$ cat src/rtl/seq_bus_pkg.sv
package seq_bus_pkg;

    // One register word as seen on the host side of the bus
    typedef logic [31:0] bus_data_t;

    // Word address; the bank decodes the whole byte range
    typedef logic [7:0] bus_addr_t;

    // Access kind carried with every request
    typedef enum logic {
        op_read  = 1'b0,
        op_write = 1'b1
    } bus_op_e;

    // The host holds this request stable for as long as req stays high
    typedef struct packed {
        bus_op_e   op;
        bus_addr_t addr;
        bus_data_t wdata;
    } bus_req_t;

    // Control register with n_steps in bits 7:0 and the burst bit in bit 8
    localparam bus_addr_t ADDR_CONTROL = 8'd0;

    // Timebase divider, one tick every divider plus one clocks
    localparam bus_addr_t ADDR_TIMEBASE = 8'd1;

    // Inter-step delay counted in timebase ticks
    localparam bus_addr_t ADDR_DELAY = 8'd2;

    // First step register
    // Step k sits at ADDR_STEP_BASE plus k and holds a channel number
    localparam bus_addr_t ADDR_STEP_BASE = 8'd3;

endpackage

$ cat src/rtl/seq_core_pkg.sv
package seq_core_pkg;

    // Depth of the step table
    localparam int N_STEPS = 8;

    // Number of start and done line pairs on the channel side
    localparam int N_CHANNELS = 6;

    // Index into the step table
    typedef logic [2:0] step_idx_t;

    // Table entry
    // Values from N_CHANNELS upwards name no channel and mark a skipped step
    typedef logic [3:0] channel_t;

    // Width of the timebase divider and of the delay counter
    typedef logic [15:0] count_t;

    // Complete configuration as held by the register bank
    typedef struct packed {
        logic [7:0]                n_steps;
        logic                      burst;
        count_t                    divider;
        count_t                    delay;
        channel_t [N_STEPS-1:0]    step_table;
    } seq_cfg_t;

    // Sequencer FSM states
    typedef enum logic [2:0] {
        idle,
        start_step,
        wait_done,
        delay,
        burst_hold
    } seq_state_e;

endpackage

$ cat src/rtl/seq_reg_bank.sv
`timescale 1ns/1ps

module seq_reg_bank (
    input  logic                    clock,
    input  logic                    arst_n,
    input  logic                    req,
    input  seq_bus_pkg::bus_req_t   bus_req,
    output logic                    ack,
    output seq_bus_pkg::bus_data_t  rdata,
    output seq_core_pkg::seq_cfg_t  cfg
);

    seq_core_pkg::seq_cfg_t  cfg_q;
    seq_bus_pkg::bus_data_t  read_word;
    logic [7:0]              step_offset;
    seq_core_pkg::step_idx_t step_sel;
    logic                    is_step;
    logic [7:0]              n_steps_sat;

    // Step registers occupy a contiguous window above the fixed registers
    assign step_offset = bus_req.addr - seq_bus_pkg::ADDR_STEP_BASE;
    assign step_sel    = seq_core_pkg::step_idx_t'(step_offset);
    assign is_step     = (bus_req.addr >= seq_bus_pkg::ADDR_STEP_BASE) &&
                         (step_offset < 8'(seq_core_pkg::N_STEPS));

    // A step count beyond the table depth is clamped to the table depth
    assign n_steps_sat = (bus_req.wdata[7:0] > 8'(seq_core_pkg::N_STEPS)) ?
                         8'(seq_core_pkg::N_STEPS) : bus_req.wdata[7:0];

    // Readback mux; every unmapped word reads as zero
    always_comb begin
        read_word = '0;
        if (is_step) begin
            read_word = seq_bus_pkg::bus_data_t'(cfg_q.step_table[step_sel]);
        end else begin
            case (bus_req.addr)
                seq_bus_pkg::ADDR_CONTROL:  read_word = {23'd0, cfg_q.burst, cfg_q.n_steps};
                seq_bus_pkg::ADDR_TIMEBASE: read_word = {16'd0, cfg_q.divider};
                seq_bus_pkg::ADDR_DELAY:    read_word = {16'd0, cfg_q.delay};
                default:                    read_word = '0;
            endcase
        end
    end

    // Four-phase slave
    // The access happens on the edge that raises ack, and ack then waits for req to fall
    always_ff @(posedge clock or negedge arst_n) begin
        if (!arst_n) begin
            ack   <= 1'b0;
            rdata <= '0;
            cfg_q <= '0;
        end else begin
            if (req && !ack) begin
                ack   <= 1'b1;
                rdata <= read_word;
                if (bus_req.op == seq_bus_pkg::op_write) begin
                    if (is_step) begin
                        cfg_q.step_table[step_sel] <= bus_req.wdata[3:0];
                    end else begin
                        case (bus_req.addr)
                            seq_bus_pkg::ADDR_CONTROL: begin
                                cfg_q.n_steps <= n_steps_sat;
                                cfg_q.burst   <= bus_req.wdata[8];
                            end
                            seq_bus_pkg::ADDR_TIMEBASE: cfg_q.divider <= bus_req.wdata[15:0];
                            seq_bus_pkg::ADDR_DELAY:    cfg_q.delay   <= bus_req.wdata[15:0];
                            // Writes outside the map are dropped
                            default: ;
                        endcase
                    end
                end
            end else if (!req && ack) begin
                // Host has released the request so the handshake closes
                ack <= 1'b0;
            end
        end
    end

    // Configuration is live, a write during a run acts on the next lookup
    assign cfg = cfg_q;

endmodule

$ cat src/rtl/seq_step_decoder.sv
`timescale 1ns/1ps

module seq_step_decoder (
    input  logic                                clock,
    input  logic                                arst_n,
    input  seq_core_pkg::seq_cfg_t              cfg,
    input  seq_core_pkg::step_idx_t             step_index,
    input  logic                                fire,
    input  logic [seq_core_pkg::N_CHANNELS-1:0] step_done,
    output logic                                step_valid,
    output logic                                done_hit,
    output logic [seq_core_pkg::N_CHANNELS-1:0] step_start
);

    seq_core_pkg::channel_t                entry;
    logic [seq_core_pkg::N_CHANNELS-1:0]   channel_onehot;

    // Table lookup for the step the controller is working on
    assign entry = cfg.step_table[step_index];

    // Entries past the last channel are skipped by the controller
    assign step_valid = (entry < seq_core_pkg::channel_t'(seq_core_pkg::N_CHANNELS));

    // One-hot channel select, all zero for an invalid entry
    always_comb begin
        for (int i = 0; i < seq_core_pkg::N_CHANNELS; i++) begin
            channel_onehot[i] = step_valid && (entry == seq_core_pkg::channel_t'(i));
        end
    end

    // Only the done line of the selected channel can end the wait
    assign done_hit = |(step_done & channel_onehot);

    // Start pulse is registered so it lands one clock after the controller fires
    // Fire lasts a single cycle which keeps the pulse to one clock
    always_ff @(posedge clock or negedge arst_n) begin
        if (!arst_n) begin
            step_start <= '0;
        end else if (fire) begin
            step_start <= channel_onehot;
        end else begin
            step_start <= '0;
        end
    end

endmodule

$ cat src/rtl/seq_delay_timer.sv
`timescale 1ns/1ps

module seq_delay_timer (
    input  logic                   clock,
    input  logic                   arst_n,
    input  seq_core_pkg::seq_cfg_t cfg,
    input  logic                   timer_load,
    output logic                   expired
);

    seq_core_pkg::count_t prescale;
    seq_core_pkg::count_t remaining;
    logic                 tick;
    logic                 counting;

    // The counter only needs the timebase while a delay is still pending
    assign counting = (remaining != '0);

    // Greater-or-equal keeps the prescaler sane if the divider is lowered mid-count
    assign tick = counting && (prescale >= cfg.divider);

    // Timebase prescaler
    // Restarting it on load measures the delay from the load and not from a free-running phase
    always_ff @(posedge clock or negedge arst_n) begin
        if (!arst_n) begin
            prescale <= '0;
        end else if (timer_load || tick) begin
            prescale <= '0;
        end else if (counting) begin
            prescale <= prescale + 1'b1;
        end
    end

    // Delay down-counter in timebase ticks
    always_ff @(posedge clock or negedge arst_n) begin
        if (!arst_n) begin
            remaining <= '0;
        end else if (timer_load) begin
            remaining <= cfg.delay;
        end else if (tick) begin
            remaining <= remaining - 1'b1;
        end
    end

    // Level output, held until the next load reloads the counter
    // A zero delay therefore shows expired on the first cycle after the load
    assign expired = !counting;

endmodule

$ cat src/rtl/seq_controller.sv
`timescale 1ns/1ps

module seq_controller (
    input  logic                    clock,
    input  logic                    arst_n,
    input  logic                    enable,
    input  seq_core_pkg::seq_cfg_t  cfg,
    input  logic                    step_valid,
    input  logic                    done_hit,
    input  logic                    expired,
    output seq_core_pkg::step_idx_t step_index,
    output logic                    fire,
    output logic                    timer_load,
    output logic                    busy
);

    seq_core_pkg::seq_state_e state;
    seq_core_pkg::seq_state_e next_state;
    seq_core_pkg::step_idx_t  next_index;
    seq_core_pkg::seq_state_e wrap_state;
    logic                     last_step;
    logic                     advance;

    // Treat any index at or past the programmed count as the end of the pass
    // This also covers a step count that shrinks while a run is in progress
    assign last_step = ({5'd0, step_index} + 8'd1) >= cfg.n_steps;

    // Where a finished pass goes next
    always_comb begin
        if (cfg.burst) begin
            wrap_state = seq_core_pkg::burst_hold;
        end else if (enable) begin
            wrap_state = seq_core_pkg::start_step;
        end else begin
            wrap_state = seq_core_pkg::idle;
        end
    end

    // A step is finished after its delay, or at once when its entry is invalid
    assign advance = ((state == seq_core_pkg::start_step) && !step_valid) ||
                     ((state == seq_core_pkg::delay) && expired);

    always_comb begin
        next_state = state;
        next_index = step_index;
        case (state)
            seq_core_pkg::idle: begin
                next_index = '0;
                if (enable && (cfg.n_steps != 8'd0)) begin
                    next_state = seq_core_pkg::start_step;
                end
            end
            seq_core_pkg::start_step: begin
                if (step_valid) begin
                    next_state = seq_core_pkg::wait_done;
                end
            end
            seq_core_pkg::wait_done: begin
                // No timeout here, a silent channel keeps the FSM waiting
                if (done_hit) begin
                    next_state = seq_core_pkg::delay;
                end
            end
            seq_core_pkg::burst_hold: begin
                if (!enable) begin
                    next_state = seq_core_pkg::idle;
                end
            end
            default: ;
        endcase

        // Step advance shared by the invalid-entry skip and the end of a delay
        if (advance) begin
            if (last_step) begin
                next_index = '0;
                next_state = wrap_state;
            end else begin
                next_index = step_index + 1'b1;
                next_state = seq_core_pkg::start_step;
            end
        end
    end

    always_ff @(posedge clock or negedge arst_n) begin
        if (!arst_n) begin
            state      <= seq_core_pkg::idle;
            step_index <= '0;
        end else begin
            state      <= next_state;
            step_index <= next_index;
        end
    end

    // The decoder turns this into the registered start pulse
    assign fire = (state == seq_core_pkg::start_step);

    // Load the delay on the cycle that leaves wait_done
    assign timer_load = (state == seq_core_pkg::wait_done) && done_hit;

    assign busy = (state != seq_core_pkg::idle);

endmodule

$ cat src/rtl/programmable_sequencer.sv
`timescale 1ns/1ps

module programmable_sequencer (
    input  logic                                clock,
    input  logic                                arst_n,
    input  logic                                req,
    input  seq_bus_pkg::bus_req_t               bus_req,
    output logic                                ack,
    output seq_bus_pkg::bus_data_t              rdata,
    input  logic                                enable,
    input  logic [seq_core_pkg::N_CHANNELS-1:0] step_done,
    output logic [seq_core_pkg::N_CHANNELS-1:0] step_start,
    output logic                                busy
);

    seq_core_pkg::seq_cfg_t  cfg;
    seq_core_pkg::step_idx_t step_index;
    logic                    fire;
    logic                    step_valid;
    logic                    done_hit;
    logic                    timer_load;
    logic                    expired;

    // Host-visible configuration registers
    seq_reg_bank seq_reg_bank_inst (
        .clock   (clock),
        .arst_n  (arst_n),
        .req     (req),
        .bus_req (bus_req),
        .ack     (ack),
        .rdata   (rdata),
        .cfg     (cfg)
    );

    // Step ordering FSM
    seq_controller seq_controller_inst (
        .clock      (clock),
        .arst_n     (arst_n),
        .enable     (enable),
        .cfg        (cfg),
        .step_valid (step_valid),
        .done_hit   (done_hit),
        .expired    (expired),
        .step_index (step_index),
        .fire       (fire),
        .timer_load (timer_load),
        .busy       (busy)
    );

    // Channel lookup, start pulse and done select
    seq_step_decoder seq_step_decoder_inst (
        .clock      (clock),
        .arst_n     (arst_n),
        .cfg        (cfg),
        .step_index (step_index),
        .fire       (fire),
        .step_done  (step_done),
        .step_valid (step_valid),
        .done_hit   (done_hit),
        .step_start (step_start)
    );

    // Inter-step delay on the divided timebase
    seq_delay_timer seq_delay_timer_inst (
        .clock      (clock),
        .arst_n     (arst_n),
        .cfg        (cfg),
        .timer_load (timer_load),
        .expired    (expired)
    );

endmodule

$ cat config.mk
export PLATFORM = sky130hd
export DESIGN_NAME = programmable_sequencer
export DESIGN_NICKNAME = d
export VERILOG_FILES = /design/src/rtl/seq_bus_pkg.sv /design/src/rtl/seq_core_pkg.sv /design/src/rtl/seq_reg_bank.sv /design/src/rtl/seq_step_decoder.sv /design/src/rtl/seq_delay_timer.sv /design/src/rtl/seq_controller.sv /design/src/rtl/programmable_sequencer.sv
export SDC_FILE = /design/constraint.sdc
export NUM_CORES = 1
export LEC_CHECK = 0
export BUFFER_PORTS_ARGS = -buffer_cell sky130_fd_sc_hd__buf_2
export CORE_ASPECT_RATIO = 0.7
export CORE_MARGIN = 4
export CORE_UTILIZATION = 50
export CTS_CLUSTER_DIAMETER = 80
export CTS_CLUSTER_SIZE = 28
export DETAILED_ROUTE_END_ITERATION = 6
export PLACE_DENSITY = 0.7
export SYNTH_ARGS = -nofsm -noshare
export SYNTH_HDL_FRONTEND = slang
export SYNTH_SLANG_ARGS = --single-unit
$ cat constraint.sdc
create_clock -name clock -period 7 [get_ports clock]
set_input_delay 0.35 -clock clock [delete_from_list [all_inputs] [get_ports clock]]
set_output_delay 0.35 -clock clock [all_outputs]
set_load 0.02 [all_outputs]
==> out/qor.yml, run 1 <==
cap_violations: 0
critPathKind: "reg2reg"
synthCells: 688
power_density_nw_per_um2: 280
yosysSeqAreaShare_pct: 44.0
status: "completed"
grt_overflow: 0
slowest_stage: "a21oi_1"
async_flop_share_pct: 100
clock-root-buffer: "clkbuf_16"
min_period_ns: 3.62
finalSetupViolCount: 0
die_w_um: 156
clk_latency_ns: 0.42
synth.distinct_cells: 68
yosysTopAreaCell: "dfrtp_1"
grtUsageTotal_pct: 23.2
hp-class: "in2async"
cp_top_family: "compound AO/OA/AOI/OAI gates"
cts_tree: "built"
cts_resized: 0
drtAntennaViolNets: 0
drcViolationCount: 0
finalCritPeriodShare_pct: 51.7
wl_met2_um: 8120
grt_max_degree: 77
hold_buffers: 0
core_area_sq_um: 14800
slowest_delay_ns: 0.94
ys_warn_count: 0
worst_slew_pin_slew_ns: 1.20
gp_congestion: 0.907
design_power_total_uw: 2390
io_buffers: 58
met1Wirelength_um: 9260
drt_iter0_drc: 429
postCtsSetupBuffers: 0
vias_per_cell: 6.03
ios: 91
drive_above_1_share_pct: 27.8
irDropWorstVdd_mv: 0.174
grt_pass1_vias: 5773
p_leak_uw: 0.00406
hold_viol: 0
rsz0062_at_grt: "false"
grt_pass1_wl_um: 31600
setup_tns_ns: 0
slew_headroom_pct: 19.2
fin_skew_ns: 0.00784
synth-edff-count: 0
cp_data_required_time_ns: 7.24
path_cells: "mux4_1 > nor2_1 > a311oi_1 > or4_4 > a21oi_1 > nor3_1"
cts.sinks: 134
end_kind: "flop"
synthesis.area_sq_um: 7620
synth_top_area_share_pct: 44.0
routed-wl-met3_um: 1710
vias: 5709
clockBufferDepth: 2
clkSlewWorstSetupHoldPaths_ns: 0.06
avgSynthCellArea_sq_um: 11.1
cp.arrival_ns: 3.86
die_h_um: 111
first_pass_iters: 5
drt_wl_total_um: 19200
route.top_layer_used: "met4"
die-area_sq_um: 17300
antenna_found_initial: 0
timing.fmax_ghz: 0.276
cp_max_fo: 17
start_kind: "flop"
htree_num_levels: 4
wl_per_cell_um: 20.3
std_cell_rows: 37
num_antenna_cells: 0
synth-seq-cells: 134
layout_setup_ws_ns: 3.38
num-fill-cells: 1207
finalNetCount: 819
dp_slack_ns: 3.43
dp_hpwl_um: 13900
initial_core_util_pct: 51.4
cts_made_buffers: 17
slew_viol_final: 0
area_delta_synth_final_pct: 11.8
synth_top_cells_by_area: "dfrtp_1, mux2_2, ha_1, mux2i_1, inv_1"
worst-path-buf-inv: 0
ys.flop_type: "dfrtp_1"
path summary, 6_finish.rpt:
path                                                                from                                        endpoint  slack [ns]  cells after the start
max                        seq_controller_inst.step_index[0]$_DFFE_PN0P_    seq_delay_timer_inst.prescale[7]$_DFFE_PN0P_        3.38                      6
min                                                               arst_n   seq_step_decoder_inst.step_start[0]$_DFF_PN0_       0.008                      1
max reg2reg                seq_controller_inst.step_index[0]$_DFFE_PN0P_    seq_delay_timer_inst.prescale[7]$_DFFE_PN0P_        3.38                      6
min reg2reg                       seq_reg_bank_inst.rdata[1]$_DFFE_PN0P_          seq_reg_bank_inst.rdata[1]$_DFFE_PN0P_        0.51                      1
max in group asynchronous                                         arst_n  seq_delay_timer_inst.remaining[11]$_DFFE_PN0N_        5.53                      2
min in group clock                                            bus_req[9]           seq_reg_bank_inst.cfg[41]$_DFFE_PN0P_        0.17                      2
Yosys cell counts (13+ instances only):
library cell and instances:
a21oi_1 31, nand3_1 13, mux2_2 84, buf_4 16, xor2_1 14, ha_1 29, nor2_1 21, o21ai_0 17
inv_1 46, nor3_1 23, dfrtp_1 134, o22ai_1 15, mux2i_1 22, clkbuf_1 20, nand2_1 27
registers in the layout (all words and copies together), names as in the netlist:
name	flops
seq_step_decoder_inst.step_start	6
seq_controller_inst.step_index	3
seq_controller_inst.state	3
seq_reg_bank_inst.rdata	16
seq_delay_timer_inst.prescale	16
seq_reg_bank_inst.ack	1
seq_reg_bank_inst.cfg	73
seq_delay_timer_inst.remaining	16
stage by stage:
step	cell area (sq um)	cells	hold slack, ns	util, %
after floorplan	7680	703	0.0544	-
after global placement	7950	915	0.458	53.7
after global routing	8520	947	0.0663	57.5
after CTS	8520	947	0.0399	57.5
final	8520	947	0.00769	57.5
after detailed placement	7950	915	0.489	53.7
per-layer routing:
| metal | vias to the layer above | track usage [%] |
|---|---|---|
| li1 | 2603 | - |
| met1 | 2854 | 34.9 |
| met2 | 236 | 32.1 |
| met3 | 16 | 8.15 |
| met4 | 0 | 4.66 |
| met5 | - | 0 |
cell type report:
class                   instances  area, sq um  share of cell area, %
clock inverters                13          121                   1.42
well taps                     195          244                   2.86
multi-input cells             476         3840                   45.1
repair buffers                 64          338                   3.97
flip-flops and latches        134         3350                   39.4
inverters                      46          173                   2.03
clock buffers                  19          443                   5.20
logic make-up after synthesis:
logic type,count (synthesis),synth area share (%)
compound gates,120,10.8
buf+inv,93,6.34
mux,122,19.4
simple gates,169,12.3
flops,134,44.0
xor+xnor,20,2.30
other cells,1,0.0492
fa+ha+maj,29,4.76
worst reg2reg max path, cell delays in order (launching register included):
cell and delay, ns:
dfrtp_1 0.86, mux4_1 0.66, nor2_1 0.11, a311oi_1 0.14
or4_4 0.56, a21oi_1 0.94, nor3_1 0.18
power by group:
part | switching (uW) | internal [uW] | leakage [uW]
clock | 356 | 502 | 0.000275
combinational | 318 | 254 | 0.00198
sequential | 104 | 851 | 0.00181
layout by cell type, fill, tap and decap left out, drive strengths merged, types with 7 or more instances in the layout:
cell,instances
dfrtp,134
mux2,91
buf,64
inv,50
a21oi,31
ha,29
nand2,27
nor3,25
mux2i,23
nor2,22
o21ai,19
clkbuf,19
conb,16
o22ai,15
xor2,14
nand3,13
or3,12
and3,12
nand4,11
a22o,10
nand2b,9
a211oi,9
nor4,8
mux4,8
nor2b,7
Power figures use the tool's default switching activity.
==> run 2: changes to the inputs <==
==> constraint.sdc (replaced) <==
create_clock -name clock -period 3.65 [get_ports clock]
set_input_delay 0.1825 -clock clock [delete_from_list [all_inputs] [get_ports clock]]
set_output_delay 0.1825 -clock clock [all_outputs]
set_load 0.02 [all_outputs]
==> out/qor.yml, run 2 (synthesis results as in run 1) <==
drive_above_1_share_pct: 28.6  # +0.76 points
io_buffers: 58  # unchanged
p_int_uw: 3060  # +91%
p_leak_uw: 0.00413  # +1.7%
drtAntennaViolNets: 0  # unchanged
slew_viol_final: 0  # unchanged
dp_hpwl_um: 14000  # +0.12%
die_h_um: 111  # unchanged
p_comb_share_pct: 24.5  # +0.5 points
dp.cells: 924  # +0.98%
grtUsageTotal_pct: 22.8  # -0.37 points
pwr-share-clk_pct: 35.4  # -0.6 points
final_common_cell: "dfrtp_1"
end_kind: "flop"
vias: 5764  # +0.96%
hp-class: "in2reg"
drt_wl_total_um: 19000  # -1.5%
clkSlewWorstSetupHoldPaths_ns: 0.06  # about the same
wl_per_cell_um: 19.7  # -3.0%
initial_core_util_pct: 51.4  # unchanged
start_kind: "flop"
cts.sinks: 134  # unchanged
gp_congestion: 0.914  # +0.77%
power.switching_uw: 1500  # +92%
finalCritPeriodShare_pct: 84.9  # +33 points
finalSetupViolCount: 0  # unchanged
slew_headroom_pct: 38.0  # +19 points
rsz0062_at_grt: "false"
cts_tree: "built"
min_period_ns: 3.10  # -0.522 ns
antenna_found_initial: 0  # unchanged
power_density_nw_per_um2: 527  # +88%
cts_made_buffers: 17  # unchanged
cap_violations: 0  # unchanged
cts_resized: 0  # unchanged
design_power_total_uw: 4560  # +91%
die_w_um: 156  # unchanged
drcViolationCount: 0  # unchanged
setup_tns_ns: 0  # unchanged
clk_latency_ns: 0.43  # about the same
fin_area_sq_um: 8660  # +1.6%
num_antenna_cells: 0  # unchanged
sw_frac_of_total_pct: 32.9  # +0.22 points
htree_num_levels: 4  # unchanged
largest_register_ffs: 73  # unchanged
hold_viol: 0  # unchanged
cp.arrival_ns: 3.41  # -0.45 ns
grt_pass1_vias: 5704  # -1.2%
postCtsSetupBuffers: 0  # unchanged
grt_max_degree: 84  # +9.1%
fin_cells: 962  # +1.6%
r2r_cells: 7  # +1
critPathKind: "reg2reg"
die-area_sq_um: 17300  # unchanged
core_area_sq_um: 14800  # unchanged
timing.fmax_ghz: 0.323  # +17%
clock-root-buffer: "clkbuf_16"
irDropWorstVdd_mv: 0.389  # +120%
drt_iter0_drc: 455  # +6.1%
fin_skew_ns: 0.0118  # +0.00400 ns
worst_slew_pin_slew_ns: 0.924  # -0.278 ns
clockBufferDepth: 2  # unchanged
finalNetCount: 834  # +1.8%
grt_pass1_wl_um: 31200  # -1.2%
whs_path_depth: 2
grt_overflow: 0  # unchanged
ios: 91  # unchanged
status: "completed"
cp_data_required_time_ns: 3.96  # -3.28 ns
std_cell_rows: 37  # unchanged
area_delta_synth_final_pct: 13.6
first_pass_iters: 5  # unchanged
cp_max_fo: 17  # unchanged
mostFrequentLayoutCells: "dfrtp_1, mux2_2, buf_2, inv_1, a21oi_1"
vias_per_cell: 5.99  # -0.61%
place_area_sq_um: 8030  # +1.0%
sequentialPowerShare_pct: 40.1  # about the same
-- run 2: changes by cell type in the layout (fill, tap and decap cells not counted), sizes merged --
| cell | before | now |
|---|---|---|
| bufinv | 1 | 0 |
| buf | 64 | 73 |
| dlygate4sd3 | 0 | 6 |
| inv | 50 | 53 |
| clkinv | 6 | 3 |
| clkinvlp | 2 | 3 |
-- run 2: per-layer routing --
metal / GRT usage (%) / up-vias / wire length, um / share of wire (%)
li1: - / 2632 / - / -
met4: 4.26 / 0 / 147 / 0.78
met1: 35.6 / 2888 / 9310 / 49
met2: 31.3 / 223 / 8100 / 43
met5: 0 / - / 0 / 0
met3: 6.87 / 21 / 1400 / 7.4
-- run 2: final timing paths --
| check | from | to | slack, ns |
|---|---|---|---|
| setup reg to reg | seq_controller_inst.step_index[0]$_DFFE_PN0P_ | seq_delay_timer_inst.remaining[4]$_DFFE_PN0N_ | 0.55 |
| hold / removal | bus_req[12] | seq_reg_bank_inst.cfg[44]$_DFFE_PN0P_ | 0.01 |
| min in group asynchronous | arst_n | seq_delay_timer_inst.prescale[0]$_DFFE_PN0P_ | 0.36 |
| hold reg to reg | seq_reg_bank_inst.rdata[1]$_DFFE_PN0P_ | seq_reg_bank_inst.rdata[1]$_DFFE_PN0P_ | 0.51 |
| max in group asynchronous | arst_n | seq_reg_bank_inst.rdata[2]$_DFFE_PN0P_ | 2.41 |
| setup / recovery | seq_controller_inst.step_index[0]$_DFFE_PN0P_ | seq_delay_timer_inst.remaining[4]$_DFFE_PN0N_ | 0.55 |
-- run 2: critical path: stages (launching register included) --
cell      delay, ns
dfrtp_1        0.80
mux4_1         0.38
nor2_1         0.04
a311oi_1       0.73
or4_4          0.31
a21o_1         0.09
buf_4          0.25
mux2_2         0.37
-- run 2: timing repair --
action                                  CTS  global route
hold buffers                              6             0
endpoints found under the hold margin    59             0
endpoints found under the setup margin    0             0
-- run 2: layout make-up --
class,instances,area (sq um)
fillers,1220,6160
clock buffers,19,453
inverters,46,173
well taps,195,244
multi-input cells,476,3840
flip-flops and latches,134,3350
clock inverters,13,110
repair buffers,79,478
-- run 2: metrics by stage --
| stage | setup slack, ns | utilization [%] | hold slack [ns] |
|---|---|---|---|
| final | 0.550 | 58.4 | 0.0143 |
| after global routing | 0.326 | 58.4 | 0.0101 |
| after CTS | 0.582 | 58.4 | 0.000586 |
| after detailed placement | 0.612 | 54.2 | 0.272 |
| after global placement | 0.652 | 54.2 | 0.264 |
| after floorplan | 1.08 | - | -0.113 |
-- run 2: power groups by stage --
stage / clock [uW] / combinational (uW) / sequential [uW]
after floorplan: 0 / 929 / 1760
after global placement: 0 / 1060 / 1830
after detailed placement: 0 / 1090 / 1850
after CTS: 1640 / 1110 / 1820
after global routing: 1720 / 1220 / 1850
final: 1610 / 1120 / 1830
==> run 3: changes to the inputs <==
--- a/config.mk
+++ b/config.mk
@@ -5,6 +5,7 @@
 export SDC_FILE = /design/constraint.sdc
 export NUM_CORES = 1
 export LEC_CHECK = 0
+export ABC_AREA = 1
 export BUFFER_PORTS_ARGS = -buffer_cell sky130_fd_sc_hd__buf_2
 export CORE_ASPECT_RATIO = 0.7
 export CORE_MARGIN = 4
==> constraint.sdc (replaced) <==
create_clock -name clock -period 2.9 [get_ports clock]
set_input_delay 0.145 -clock clock [delete_from_list [all_inputs] [get_ports clock]]
set_output_delay 0.145 -clock clock [all_outputs]
set_load 0.02 [all_outputs]
==> out/qor.yml, run 3 <==
grt_pass1_vias: 6656  # +17%
sequentialPowerShare_pct: 36.1  # -4.0 points
busiest_layer: "met1"
avgSynthCellArea_sq_um: 7.55  # -32%
power_density_nw_per_um2: 684  # +30%
area_delta_synth_final_pct: 14.1
num_antenna_cells: 0  # unchanged
pwr-share-clk_pct: 36.1  # +0.7 points
gp_congestion: 0.987  # +8.0%
vias: 7288  # +26%
cts_tree: "built"
setup_tns_ns: 0  # unchanged
drcViolationCount: 0  # unchanged
cts_made_buffers: 17  # unchanged
p_comb_share_pct: 27.8  # +3.3 points
slew_viol_final: 0  # unchanged
synthTopCellsByCount: "nand2_1, inv_1, dfrtp_1"
finalNetCount: 1200  # +44%
wl_per_cell_um: 15.9  # -19%
finalSetupViolCount: 0  # unchanged
start_kind: "flop"
fin_cells: 1333  # +39%
p_leak_uw: 0.00469  # +14%
synth-edff-count: 0  # unchanged
utilization_pct: 58.4  # about the same
dp.cells: 1292  # +40%
yosysMostFrequentCell: "nand2_1"
clkSlewWorstSetupHoldPaths_ns: 0.06  # about the same
std_cell_rows: 38  # +2.7%
drt_iter0_drc: 680  # +49%
drtAntennaViolNets: 0  # unchanged
final_common_cell: "nand2_1"
die_h_um: 114  # +2.0%
ios: 91  # unchanged
synthesis.area_sq_um: 7960  # +4.4%
mostFrequentLayoutCells: "nand2_1, inv_1, dfrtp_1, nand3_1, o21ai_0"
critPathKind: "reg2reg"
p_int_uw: 4010  # +31%
sw_frac_of_total_pct: 35.4  # +2.6 points
postCtsSetupBuffers: 0  # unchanged
grt_overflow: 0  # unchanged
largest_register_ffs: 73  # unchanged
cp.arrival_ns: 2.88  # -0.53 ns
finalCritPeriodShare_pct: 88.6  # +3.6 points
io_buffers: 58  # unchanged
hold_viol: 0  # unchanged
met1_usage_pct: 39.0  # +3.4 points
clk_latency_ns: 0.43  # about the same
yosysSeqAreaShare_pct: 42.2  # -1.9 points
timing.fmax_ghz: 0.389  # +21%
min_period_ns: 2.57  # -0.531 ns
cp_max_fo: 26  # +9
cts.sinks: 134  # unchanged
synth.distinct_cells: 40  # -41%
fin_skew_ns: 0.0141  # +0.00223 ns
async_flop_share_pct: 100  # unchanged
clockBufferDepth: 2  # unchanged
cap_violations: 0  # unchanged
synth_top_area_share_pct: 42.2  # -1.9 points
status: "completed"
ys_warn_count: 0  # unchanged
grt_use_met2_pct: 30.8  # -0.47 points
grt_max_degree: 71  # -15%
yosysTopAreaCell: "dfrtp_1"
synth_top_cells_by_area: "dfrtp_1, nand2_1, nand3_1, inv_1, o21ai_0"
worst_slew_pin_slew_ns: 0.860  # -0.0646 ns
slew_headroom_pct: 42.1  # +4.1 points
dp_hpwl_um: 15200  # +8.9%
core_area_sq_um: 15500  # +4.9%
drive_above_1_share_pct: 10.8  # -18 points
hp-class: "in2reg"
irDropWorstVdd_mv: 0.337  # -13%
ys.flop_type: "dfrtp_1"
clock-root-buffer: "clkbuf_16"
die-area_sq_um: 18000  # +4.1%
hold_ws_ns: 0.0162  # +0.00182 ns
grt_use_met3_pct: 7.91  # +1.0 points
power.switching_uw: 2200  # +47%
antenna_found_initial: 0  # unchanged
htree_num_levels: 4  # unchanged
first_pass_iters: 5  # unchanged
die_w_um: 159  # +2.1%
num-fill-cells: 1429  # +17%
synth-seq-cells: 134  # unchanged
synthCells: 1054  # +53%
vias_per_cell: 5.47  # -8.8%
rsz0062_at_grt: "false"
grt_pass1_wl_um: 34700  # +11%
drt_wl_total_um: 21200  # +12%
end_kind: "flop"
cp_data_required_time_ns: 3.21  # -0.75 ns
initial_core_util_pct: 51.2  # -0.27 points
grtUsageTotal_pct: 24.2  # +1.4 points
==> run 3: cell types whose count changed after synthesis, sizes merged, moves of 10 or more <==
cell,previous run,this run
nand2,27,284
nand3,13,123
a22o,10,0
o21ai,19,88
or3,12,0
mux2i,23,0
mux2,91,0
nand4,11,30
inv,46,153
nor2,22,41
and3,12,1
nor3,25,14
==> run 3: worst paths after layout <==
kind | slack (ns) | cells after the start | to | startpoint
worst max-delay path | 0.33 | 15 | seq_delay_timer_inst.remaining[0]$_DFFE_PN0N_ | seq_controller_inst.step_index[0]$_DFFE_PN0P_
worst min-delay path | 0.02 | 3 | seq_reg_bank_inst.cfg[55]$_DFFE_PN0P_ | bus_req[7]
worst max register to register | 0.33 | 15 | seq_delay_timer_inst.remaining[0]$_DFFE_PN0N_ | seq_controller_inst.step_index[0]$_DFFE_PN0P_
worst min register to register | 0.47 | 2 | seq_reg_bank_inst.cfg[70]$_DFFE_PN0P_ | seq_reg_bank_inst.cfg[70]$_DFFE_PN0P_
max in group asynchronous | 1.82 | 3 | seq_delay_timer_inst.prescale[7]$_DFFE_PN0P_ | arst_n
min in group asynchronous | 0.29 | 2 | seq_step_decoder_inst.step_start[0]$_DFF_PN0_ | arst_n
==> run 3: cells by family (layout without fill, tap and decap cells) <==
| group | count (synthesis) | after routing | share of synthesized area [%] |
|---|---|---|---|
| AOI/OAI and AO/OA | 149 | 149 | 10.4 |
| xor gates and xnor gates | 31 | 31 | 3.41 |
| and+or+nand+nor | 504 | 504 | 27.9 |
| adders and majority gates | 29 | 29 | 4.56 |
| buffers and inverters | 206 | 270 | 11.5 |
| DFF | 134 | 134 | 42.2 |
| other | 1 | 16 | 0.0471 |
==> run 3: repair_timing <==
action / 4_1_cts / 5_1_grt
hold endpoints to repair: 81 / 0
resized for setup: 0 / 1
hold buffers: 9 / 0
setup endpoints to repair: 0 / 16
==> run 3: routing by layer <==
metal,routed length [um],vias up
li1,-,3545
met1,10800,3390
met2,7910,337
met3,2330,16
met4,176,0
met5,0,-
==> run 3: area by class of cell <==
cell class                      count  area, sq um  area share (%)
Multi-Input combinational cell    729         3740            41.3
Inverter                          155          592            6.52
Timing Repair Buffer               83          532            5.86
Tap cell                          200          250            2.76
Sequential cell                   134         3350            37.0
Clock inverter                     14          174            1.92
Clock buffer                       18          429            4.73
==> run 3: power by group through the flow <==
| stage | clock network [uW] | registers [uW] | logic, uW |
|---|---|---|---|
| 2_1_floorplan | 0 | 2230 | 1360 |
| 6_report | 2240 | 2240 | 1720 |
| 3_3_place_gp | 0 | 2260 | 1660 |
| 5_1_grt | 2360 | 2270 | 1950 |
| 4_1_cts | 2260 | 2230 | 1720 |
| 3_5_place_dp | 0 | 2260 | 1710 |
==> run 3: stage by stage <==
step | worst slack (ns) | power, uW | area, sq um
6_report | 0.332 | 6200 | 9080
4_1_cts | 0.199 | 6210 | 9070
3_3_place_gp | 0.263 | 3920 | 8380
3_5_place_dp | 0.209 | 3970 | 8380
5_1_grt | 0.0858 | 6570 | 9080
2_1_floorplan | 0.853 | 3590 | 8010
==> run 3: worst max-delay path, stage by stage (launching register included) <==
cell,delay (ns)
dfrtp_2,0.53
buf_4,0.20
nand2_1,0.07
nand3_1,0.07
nand2_1,0.09
nand2_1,0.05
nand2_1,0.21
nor2_1,0.09
nand3_1,0.09
nand2_1,0.06
nor2_2,0.16
nand2_4,0.07
nand2_4,0.24
nand2_2,0.28
nand2_1,0.16
nand2_1,0.06
